==> config.mk <==
export PLATFORM = sky130hd
export DESIGN_NAME = alu_top
export DESIGN_NICKNAME = d
export VERILOG_FILES = /design/src/common/alu_op_pkg.sv /design/src/common/alu_fx_pkg.sv /design/src/hw/alu_decode.sv /design/src/execute/alu_fx_arith.sv /design/src/execute/alu_bit_ops.sv /design/src/hw/alu_result.sv /design/src/hw/alu_top.sv
export SDC_FILE = /design/constraint.sdc
export NUM_CORES = 1
export LEC_CHECK = 0
export BUFFER_PORTS_ARGS = -buffer_cell sky130_fd_sc_hd__buf_4
export CAP_MARGIN = 20
export CORE_AREA = 2 2 150 226
export DETAILED_ROUTE_END_ITERATION = 16
export DIE_AREA = 0 0 152 228
export PLACE_DENSITY = 0.86
export SETUP_SLACK_MARGIN = 0.4
export SLEW_MARGIN = 20
export SYNTH_ARGS = -nofsm -noshare
export SYNTH_HDL_FRONTEND = slang
export SYNTH_HIERARCHICAL = 1
export SYNTH_SLANG_ARGS = --single-unit
==> constraint.sdc <==
create_clock -name i_clk -period 13.5 [get_ports i_clk]
set_clock_uncertainty 0.1 [all_clocks]
set_input_delay 2.025 -clock i_clk [delete_from_list [all_inputs] [get_ports i_clk]]
set_output_delay 2.025 -clock i_clk [all_outputs]
set_load 0.02 [all_outputs]
==> src/common/alu_op_pkg.sv <==
package alu_op_pkg;

    localparam int OP_W = 4;

    // codes 4 and 8..15 are accepted and produce 0
    typedef enum logic [OP_W-1:0] {
        OP_FXADD = 4'd0,
        OP_FXSUB = 4'd1,
        OP_FXMUL = 4'd2,
        OP_FXMAC = 4'd3,
        OP_CLZ   = 4'd5,
        OP_LRCW  = 4'd6,
        OP_LFSR  = 4'd7
    } alu_op_e;

    typedef enum logic [1:0] {
        ST_RESET = 2'd0, // busy
        ST_IDLE  = 2'd1, // first cycle out of reset
        ST_EXEC  = 2'd2, // busy
        ST_DONE  = 2'd3  // result valid
    } alu_state_e;

endpackage

==> src/common/alu_fx_pkg.sv <==
package alu_fx_pkg;

    // Q6.10 unless the top level says otherwise
    localparam int INT_W_DEF  = 6;
    localparam int FRAC_W_DEF = 10;

    // tap offsets counted down from the msb
    localparam int unsigned LFSR_TAPS [4] = '{0, 2, 3, 5};

    localparam int unsigned LFSR_MAX_STEPS = 8; // larger step counts give 0

endpackage

==> src/hw/alu_decode.sv <==
module alu_decode
    import alu_op_pkg::*;
#(
    parameter int DATA_W = 16
) (
    input  logic              i_clk,
    input  logic              i_rst_n,
    input  logic [DATA_W-1:0] i_data_a,
    input  logic [DATA_W-1:0] i_data_b,
    input  logic [OP_W-1:0]   i_inst,
    output logic              o_busy,
    output logic              o_valid,
    output logic              o_exec,
    output alu_op_e           o_op,
    output logic [DATA_W-1:0] o_opa,
    output logic [DATA_W-1:0] o_opb
);

    alu_state_e state;
    alu_state_e state_nxt;

    always_comb begin
        case (state)
            ST_RESET: state_nxt = ST_IDLE;
            ST_IDLE:  state_nxt = ST_EXEC;
            ST_EXEC:  state_nxt = ST_DONE;
            ST_DONE:  state_nxt = ST_EXEC; // one op every two cycles
            default:  state_nxt = ST_EXEC;
        endcase
    end

    always_ff @(posedge i_clk or negedge i_rst_n) begin
        if (!i_rst_n) begin
            state <= ST_RESET;
        end else begin
            state <= state_nxt;
        end
    end

    assign o_busy  = (state == ST_RESET) || (state == ST_EXEC);
    assign o_valid = (state == ST_DONE);
    assign o_exec  = (state == ST_EXEC);

    // take a new op whenever we are not busy
    always_ff @(posedge i_clk) begin
        if (!o_busy) begin
            o_opa <= i_data_a;
            o_opb <= i_data_b;
            o_op  <= alu_op_e'(i_inst);
        end
    end

endmodule

==> src/execute/alu_fx_arith.sv <==
module alu_fx_arith
    import alu_op_pkg::*;
#(
    parameter int INT_W  = 6,
    parameter int FRAC_W = 10,
    parameter int DATA_W = INT_W + FRAC_W
) (
    input  alu_op_e           i_op,
    input  logic [DATA_W-1:0] i_opa,
    input  logic [DATA_W-1:0] i_opb,
    input  logic [DATA_W-1:0] i_acc,
    output logic [DATA_W-1:0] o_res
);

    localparam int SUM_W = 2 * DATA_W + 1; // product plus shifted accumulator
    localparam int TOP_B = DATA_W + FRAC_W - 1;

    localparam logic [DATA_W-1:0] MAX_POS = {1'b0, {(DATA_W-1){1'b1}}};
    localparam logic [DATA_W-1:0] MIN_NEG = {1'b1, {(DATA_W-1){1'b0}}};

    logic [DATA_W:0]          as_sum;
    logic [DATA_W-1:0]        as_res;
    logic signed [2*DATA_W-1:0] mult;
    logic [SUM_W-1:0]         acc_term;
    logic [SUM_W-1:0]         prod;
    logic                     prod_fits;
    logic [DATA_W-1:0]        trunc;
    logic [DATA_W-1:0]        mul_res;

    // add / sub on one extra bit, clamp when the two top bits disagree
    always_comb begin
        if (i_op == OP_FXSUB) begin
            as_sum = {i_opa[DATA_W-1], i_opa} - {i_opb[DATA_W-1], i_opb};
        end else begin
            as_sum = {i_opa[DATA_W-1], i_opa} + {i_opb[DATA_W-1], i_opb};
        end

        if (as_sum[DATA_W] != as_sum[DATA_W-1]) begin
            as_res = as_sum[DATA_W] ? MIN_NEG : MAX_POS;
        end else begin
            as_res = as_sum[DATA_W-1:0];
        end
    end

    assign mult = $signed(i_opa) * $signed(i_opb);

    // accumulator aligned to the product's binary point
    assign acc_term = (i_op == OP_FXMAC) ?
                      ({{(SUM_W-DATA_W){i_acc[DATA_W-1]}}, i_acc} << FRAC_W) : '0;

    assign prod = {mult[2*DATA_W-1], mult} + acc_term;

    // fits when everything from TOP_B up is a plain sign extension
    assign prod_fits = (&prod[SUM_W-1:TOP_B]) || !(|prod[SUM_W-1:TOP_B]);
    assign trunc     = prod[2*DATA_W-INT_W-1 -: DATA_W];

    always_comb begin
        if (!prod_fits) begin
            mul_res = prod[SUM_W-1] ? MIN_NEG : MAX_POS;
        end else if (prod[FRAC_W-1] && (trunc == MAX_POS)) begin
            mul_res = MAX_POS; // rounding would wrap
        end else begin
            mul_res = trunc + DATA_W'(prod[FRAC_W-1]);
        end
    end

    always_comb begin
        case (i_op)
            OP_FXADD, OP_FXSUB: o_res = as_res;
            OP_FXMUL, OP_FXMAC: o_res = mul_res;
            default:            o_res = '0;
        endcase
    end

endmodule

==> src/execute/alu_bit_ops.sv <==
module alu_bit_ops
    import alu_op_pkg::*;
    import alu_fx_pkg::*;
#(
    parameter int DATA_W = 16
) (
    input  alu_op_e           i_op,
    input  logic [DATA_W-1:0] i_opa,
    input  logic [DATA_W-1:0] i_opb,
    output logic [DATA_W-1:0] o_res
);

    localparam int CNT_W = $clog2(DATA_W + 1);

    logic [DATA_W-1:0] clz_res;
    logic              clz_hit;
    logic [CNT_W-1:0]  pop;
    logic [DATA_W-1:0] lrcw_res;
    logic [DATA_W-1:0] lfsr_res;
    logic [DATA_W-1:0] lfsr_q;

    function automatic logic [DATA_W-1:0] lfsr_step(input logic [DATA_W-1:0] s);
        logic fb;
        fb = 1'b0;
        for (int t = 0; t < $size(LFSR_TAPS); t++) begin
            fb ^= s[DATA_W-1-LFSR_TAPS[t]];
        end
        return {s[DATA_W-2:0], fb};
    endfunction

    // first set bit from the top wins
    always_comb begin
        clz_res = DATA_W'(DATA_W);
        clz_hit = 1'b0;
        for (int i = DATA_W - 1; i >= 0; i--) begin
            if (!clz_hit && i_opa[i]) begin
                clz_res = DATA_W'(DATA_W - 1 - i);
                clz_hit = 1'b1;
            end
        end
    end

    always_comb begin
        pop = '0;
        for (int i = 0; i < DATA_W; i++) begin
            pop = pop + CNT_W'(i_opa[i]);
        end
    end

    // bits shifted out come back inverted at the bottom
    assign lrcw_res = (i_opb << pop)
                    | (~(i_opb >> (DATA_W - pop)) & ~({DATA_W{1'b1}} << pop));

    always_comb begin
        lfsr_q = i_opa;
        for (int k = 1; k <= LFSR_MAX_STEPS; k++) begin
            if (k <= i_opb) begin
                lfsr_q = lfsr_step(lfsr_q);
            end
        end
        lfsr_res = (i_opb > LFSR_MAX_STEPS) ? '0 : lfsr_q;
    end

    always_comb begin
        case (i_op)
            OP_CLZ:  o_res = clz_res;
            OP_LRCW: o_res = lrcw_res;
            OP_LFSR: o_res = lfsr_res;
            default: o_res = '0;
        endcase
    end

endmodule

==> src/hw/alu_result.sv <==
module alu_result
    import alu_op_pkg::*;
#(
    parameter int DATA_W = 16
) (
    input  logic              i_clk,
    input  logic              i_rst_n,
    input  logic              i_exec,
    input  alu_op_e           i_op,
    input  logic [DATA_W-1:0] i_arith_res,
    input  logic [DATA_W-1:0] i_bit_res,
    output logic [DATA_W-1:0] o_data,
    output logic [DATA_W-1:0] o_acc
);

    logic [DATA_W-1:0] res_sel;
    logic [DATA_W-1:0] res_q;

    always_comb begin
        case (i_op)
            OP_FXADD, OP_FXSUB, OP_FXMUL, OP_FXMAC: res_sel = i_arith_res;
            OP_CLZ, OP_LRCW, OP_LFSR:               res_sel = i_bit_res;
            default:                                res_sel = '0; // dropped or unused opcode
        endcase
    end

    // latched at the end of the exec cycle, held until the next op
    always_ff @(posedge i_clk or negedge i_rst_n) begin
        if (!i_rst_n) begin
            res_q <= '0;
        end else if (i_exec) begin
            res_q <= res_sel;
        end
    end

    assign o_data = res_q;
    assign o_acc  = res_q; // mac accumulates on the last result of any op

endmodule

==> src/hw/alu_top.sv <==
module alu_top
    import alu_op_pkg::*;
    import alu_fx_pkg::*;
#(
    parameter int INT_W  = INT_W_DEF,
    parameter int FRAC_W = FRAC_W_DEF,
    parameter int DATA_W = INT_W + FRAC_W
) (
    input  logic              i_clk,
    input  logic              i_rst_n,
    input  logic [DATA_W-1:0] i_data_a,
    input  logic [DATA_W-1:0] i_data_b,
    input  logic [OP_W-1:0]   i_inst,
    output logic              o_busy,
    output logic              o_valid,
    output logic [DATA_W-1:0] o_data
);

    logic              exec;
    alu_op_e           op;
    logic [DATA_W-1:0] opa;
    logic [DATA_W-1:0] opb;
    logic [DATA_W-1:0] acc;
    logic [DATA_W-1:0] arith_res;
    logic [DATA_W-1:0] bit_res;

    alu_decode #(
        .DATA_W (DATA_W)
    ) u_decode (
        .i_clk    (i_clk),
        .i_rst_n  (i_rst_n),
        .i_data_a (i_data_a),
        .i_data_b (i_data_b),
        .i_inst   (i_inst),
        .o_busy   (o_busy),
        .o_valid  (o_valid),
        .o_exec   (exec),
        .o_op     (op),
        .o_opa    (opa),
        .o_opb    (opb)
    );

    alu_fx_arith #(
        .INT_W  (INT_W),
        .FRAC_W (FRAC_W),
        .DATA_W (DATA_W)
    ) u_fx_arith (
        .i_op  (op),
        .i_opa (opa),
        .i_opb (opb),
        .i_acc (acc),
        .o_res (arith_res)
    );

    alu_bit_ops #(
        .DATA_W (DATA_W)
    ) u_bit_ops (
        .i_op  (op),
        .i_opa (opa),
        .i_opb (opb),
        .o_res (bit_res)
    );

    alu_result #(
        .DATA_W (DATA_W)
    ) u_result (
        .i_clk       (i_clk),
        .i_rst_n     (i_rst_n),
        .i_exec      (exec),
        .i_op        (op),
        .i_arith_res (arith_res),
        .i_bit_res   (bit_res),
        .o_data      (o_data),
        .o_acc       (acc)
    );

endmodule

* Yosys cells after proc, flatten, opt, wreduce, memory -nomap -nowiden
Index checks and enable logic that the tools add are counted.
Operators by class: $add $sub $neg 20, multipliers 1, order comparisons 9, eq/ne operators 11, shift-type cells 3, muxes and demuxes 51, bitwise logic cells 28, reduce and logical (&&, ||, !) cells 43
Operators with widths (count):
- 2-to-1 mux 16 bit | 29
- adder 5 x 1 -> 5 bit | 14
- <= comparator 3 x 16 -> 1 bit (first input constant) | 4
- case mux 16 bit (2 select lines) | 2
- case mux 16 bit (3 select lines) | 1
- adder 33 bit | 1
- 2-to-1 mux 33 bit | 1
- <= comparator 2 x 16 -> 1 bit (first input constant) | 2
- multiplier 16 x 16 -> 32 bit | 1
- inverter 16 bit | 2
- right shift 16 x 32 -> 16 bit | 1
- XOR 1 bit | 24
- adder 16 x 16 -> 17 bit | 1
- 2-to-1 mux 17 bit | 1
- subtractor 16 x 16 -> 17 bit | 1
- adder 16 x 1 -> 16 bit | 1
- bitwise AND 16 bit | 1
- equality test 16 x 15 -> 1 bit (second input constant) | 1
- > comparator 16 x 4 -> 1 bit (second input constant) | 1
- <= comparator 1 x 16 -> 1 bit (first input constant) | 1
- <= comparator 4 x 16 -> 1 bit (first input constant) | 1
- logical AND 1 bit | 16
- logical NOT 1 bit | 16
- bitwise OR 16 bit | 1
- 21 further kinds | 42
Storage, ports and cells: flip-flop bits (word level) 54, bits of input ports 38, logic and storage cells 171

* Depth between registers and ports, before layout
depth in word-level cells 48, depth in mapped cells 39, mapped depth without buffers 34

* Hierarchy
The synthesis kept the hierarchy.
Modules (own cells, without submodules):
- alu_fx_arith | times used 1, cells each 1596, area each 13310.3 µm², seq. area each 0.0 µm²
- alu_bit_ops | times used 1, cells each 634, area each 4086.4 µm², seq. area each 0.0 µm²
- alu_decode | times used 1, cells each 44, area each 1162.4 µm², seq. area each 1131.1 µm²
- alu_result | times used 1, cells each 71, area each 865.8 µm², seq. area each 400.4 µm²

* Least setup slack after synthesis
Ideal clock, no wire load.
path kind register to register, from register u_decode.o_opb[6], to register u_result.res_q[9] (netlist: u_result/o_acc[9]), data arrival time 9.655 ns, required time 13.274 ns, setup slack 3.619 ns, stages on the path, launching flop included 37, path buffers 4, cell sequence edfxtp_1 > clkbuf_1 > clkbuf_1 > and2_1 > fa_1 > inv_1 > fa_1 > fa_1 > fa_1 > inv_1 > fa_1 > inv_1 > fa_1 > inv_1 > ha_1 > o21a_1 > o211a_1 > and3_1 > and3_1 > o311a_1 > o21ai_0 > a21oi_1 > or4_1 > o311ai_0 > ha_1 > buf_2 > and4_1 > buf_4 > nand3_1 > o211ai_1 > or2_4 > a211o_1 > or4b_4 > or4b_4 > a211oi_1 > o221ai_1 > a221o_2
Between the ends: elaborated cells on any way between the ends 44
RTL lines:
- start, declared | line alu_decode.sv:16 | output logic [DATA_W-1:0] o_opb
- start signal, assigned | line alu_decode.sv:48 | o_opb <= i_data_b;
- parallel branches: the longest is 6 deep, another holds adder 33 bit
- case mux 16 bit (2 select lines) (*) | line alu_fx_arith.sv:68 | case (i_op)
- net arith_res[9] | line alu_top.sv:24 | logic [DATA_W-1:0] arith_res;
- case mux 16 bit (2 select lines) (*) | line alu_result.sv:20 | case (i_op)
- end signal, assigned | line alu_result.sv:32 | res_q <= res_sel;
- end, declared | line alu_result.sv:17 | logic [DATA_W-1:0] res_q;
Mark *: on every way through the listed nets, which the timed path passes. A chain may end at the register's enable or synchronous reset.

* Worst setup path after layout
from register u_decode.o_opa[9], to register u_result.res_q[1] (netlist: u_result/o_acc[1])
Between the ends: elaborated cells on any way between the ends 96
RTL lines:
- start, declared | line alu_decode.sv:15 | output logic [DATA_W-1:0] o_opa,
- start signal, assigned | line alu_decode.sv:47 | o_opa <= i_data_a;
- parallel branches: the longest is 6 deep, another holds adder 33 bit
- case mux 16 bit (2 select lines) (*) | line alu_fx_arith.sv:68
- net arith_res[1] | line alu_top.sv:24
- case mux 16 bit (2 select lines) (*) | line alu_result.sv:20
Marked as above.

==> flow_summary.yaml <==
clock_tree:
  cts_resized: 0
  htree_levels: 2
  cts_tree: "done"
  path_clk_slew_ps: 80
  clkLatencyLatePin_ps: 310
  postCtsSetupBuffers: 0
  cts_max_path_buffers: 2
  cts.sinks: 54
  cts_made_buffers: 5
  root_buffer: "clkbuf_16"
  cts_hold_buf: 0
timing:
  setup_viol: 0
  fin_crit_sh: 0.824
  min_period_ps: 11120
  rsz0062_at_grt: "false"
  max_slew_margin: 0.189
  worst_pin_slew_ps: 1220
  hold_violations: 0
  slew_viol_final: 0
  tns_ps: 0
  fmax_ghz: 0.0899
route:
  drc: 0
  drt-met1-wl_um: 21300
  vias_per_cell: 6.65
  drtAntennaViolNets: 0
  drt-initial-drc-count: 1946
  met2_length_um: 31700
  wire_per_inst_um: 23.6
  met3WireLength_um: 5230
  wl_um: 64200
  dr.pass1.iters: 10
  num_vias: 18100
  top_layer_used: "met4"
critical_path:
  criticalPathCategory: "reg -> reg"
  cpPeakStageDelay_ps: 1160
  cp-end-kind: "flip-flop"
  crit_top_cell: "fa_1"
  worstSetupStartpointType: "flip-flop"
  cp_data_required_time_ps: 13600
  worstPathMaxFanout: 26
  arrival_ps: 11220
  cp_slowest_cell: "edfxtp_1"
floorplan:
  die_height_um: 228
  initial_core_util: 0.590
  dieArea_um2: 34700
  coreArea_um2: 32900
  boundaryPins: 56
  num_rows: 82
  fp.dieW_um: 152
logic_synthesis:
  synth_top_flop_cell: "edfxtp_1"
  ys_async_sr_fraction: 0.333
  synth_cells: 2345
  synth_top_cell_area_share: 0.281
  ys_warn_count: 6
  synth.net_count: 2785
  synth.area.top_cells: "fa_1 (28%), ha_1 (8.3%), inv_1 (7.2%)"
  ys_ff_latch: 54
  synth_edf_count: 36
  syn_avg_cell_area_um2: 8.28
  yosys.area.top_type: "fa_1"
  ys_seq_area_frac: 0.0788
  synth_area_um2: 19400
  ys_types: 110
global_routing:
  grt_pass1_vias: 18900
  grt_pass1_wl_um: 100000
  grt_max_degree: 61
  grt_usage: 0.366
  overflow: 0
  antenna_found_initial: 0
min_path:
  hp-class: "reg -> reg"
place:
  finalWeightedCongestion: 1.10
  place_inst: 2716
  port_buffers: 55
  dp_hpwl_um: 47600
  placed_area_um2: 20000
layout:
  final_cells: 2726
  fin_nets: 2745
  diodes: 0
  syn_to_final_growth_pct: 3.76
  layout_commonest_cell: "inv_1"
  layout_common_cells: "inv_1 (371), fa_1 (273), nand2_1 (201)"
  final_area_um2: 20200
  drive_gt1_frac: 0.0768
power_and_ir_drop:
  p_leak_nw: 9.60
  p_per_area_nw_per_um2: 19.4
  irDropWorstVdd_mv: 0.0605
status:
  status: "completed"
flow_run:
  drv_cap: 0
cell usage after synthesis (all sizes together) (21+ instances only):
library cell	instances
mux2i	40
xnor2	68
edfxtp	36
nor3	42
a21oi	104
ha	129
nand2	203
fa	273
a21o	31
inv	371
and3	36
xor2	29
nand3	49
o211ai	35
clkbuf	97
buf	41
and2	132
nor2	139
o21ai	118
a211oi	21
nor2b	30
power by group:
part	leakage, nW	switching (mW)	internal (mW)
clock network	0.0826	0.0680	0.0814
logic	8.90	0.0240	0.0254
registers	0.620	0.00927	0.183
cell families after synthesis:
| family | Yosys count | share of synthesized area |
|---|---|---|
| adder cells (fa/ha/maj) | 402 | 0.364 |
| buffers and inverters | 513 | 0.107 |
| XOR/XNOR | 98 | 0.0449 |
| AND/OR/NAND/NOR | 730 | 0.193 |
| multiplexers | 64 | 0.0403 |
| AO/OA/AOI/OAI | 484 | 0.172 |
| flip-flops | 54 | 0.0788 |
registers in the layout, indices dropped and copies added (netlist names):
register and flops:
u_decode/o_opb 16, u_decode/o_op 4, u_decode/state 2, u_result/o_acc 16, u_decode/o_opa 16
cell type report:
class | instances | area (um^2)
well taps | 420 | 526
clock buffers | 7 | 155
repair buffers | 93 | 713
inverters | 373 | 1400
multi-input cells | 1778 | 15800
fillers | 2659 | 12800
clock inverters | 1 | 6.26
flip-flops and latches | 54 | 1530
critical path, delay by kind of cell (launching register included):
family / cells / cell delay (ps)
AO/OA/AOI/OAI: 11 / 3270
adder cells (fa/ha/maj): 8 / 3880
buffers and inverters: 3 / 150
flip-flops: 1 / 1160
AND/OR/NAND/NOR: 9 / 2410
path summary, 6_finish.rpt:
kind | startpoint | endpoint | slack, ps | cells after the start
setup / recovery | u_decode/o_opa[9]$_DFFE_PN_ | u_result/o_acc[1]$_DFFE_PN0P_ | 2380 | 31
hold / removal | u_decode/state[1]$_DFF_PN0_ | u_decode/state[1]$_DFF_PN0_ | 420 | 1
setup reg to reg | u_decode/o_opa[9]$_DFFE_PN_ | u_result/o_acc[1]$_DFFE_PN0P_ | 2380 | 31
hold reg to reg | u_decode/state[1]$_DFF_PN0_ | u_decode/state[1]$_DFF_PN0_ | 420 | 1
max in group asynchronous | i_rst_n | u_decode/state[0]$_DFF_PN0_ | 11580 | 1
min in group asynchronous | i_rst_n | u_decode/state[1]$_DFF_PN0_ | 1490 | 1
metal layers:
layer	GRT usage	vias to the layer above
li1	-	7746
met1	0.399	8800
met5	0	-
met3	0.0507	391
met4	0.293	0
met2	0.633	1180
per-stage QoR:
stage | hold slack [ps] | setup slack [ps] | power [mW] | util
detailed placement | 397 | 2580 | 0.244 | 0.606
finish | 416 | 2380 | 0.391 | 0.612
global route | 442 | 1930 | 0.397 | 0.612
CTS | 416 | 2550 | 0.389 | 0.611
global placement | 396 | 2820 | 0.243 | 0.606
floorplan | 340 | 3620 | 0.224 | -
Note: power is estimated with default switching activity, not from simulation.
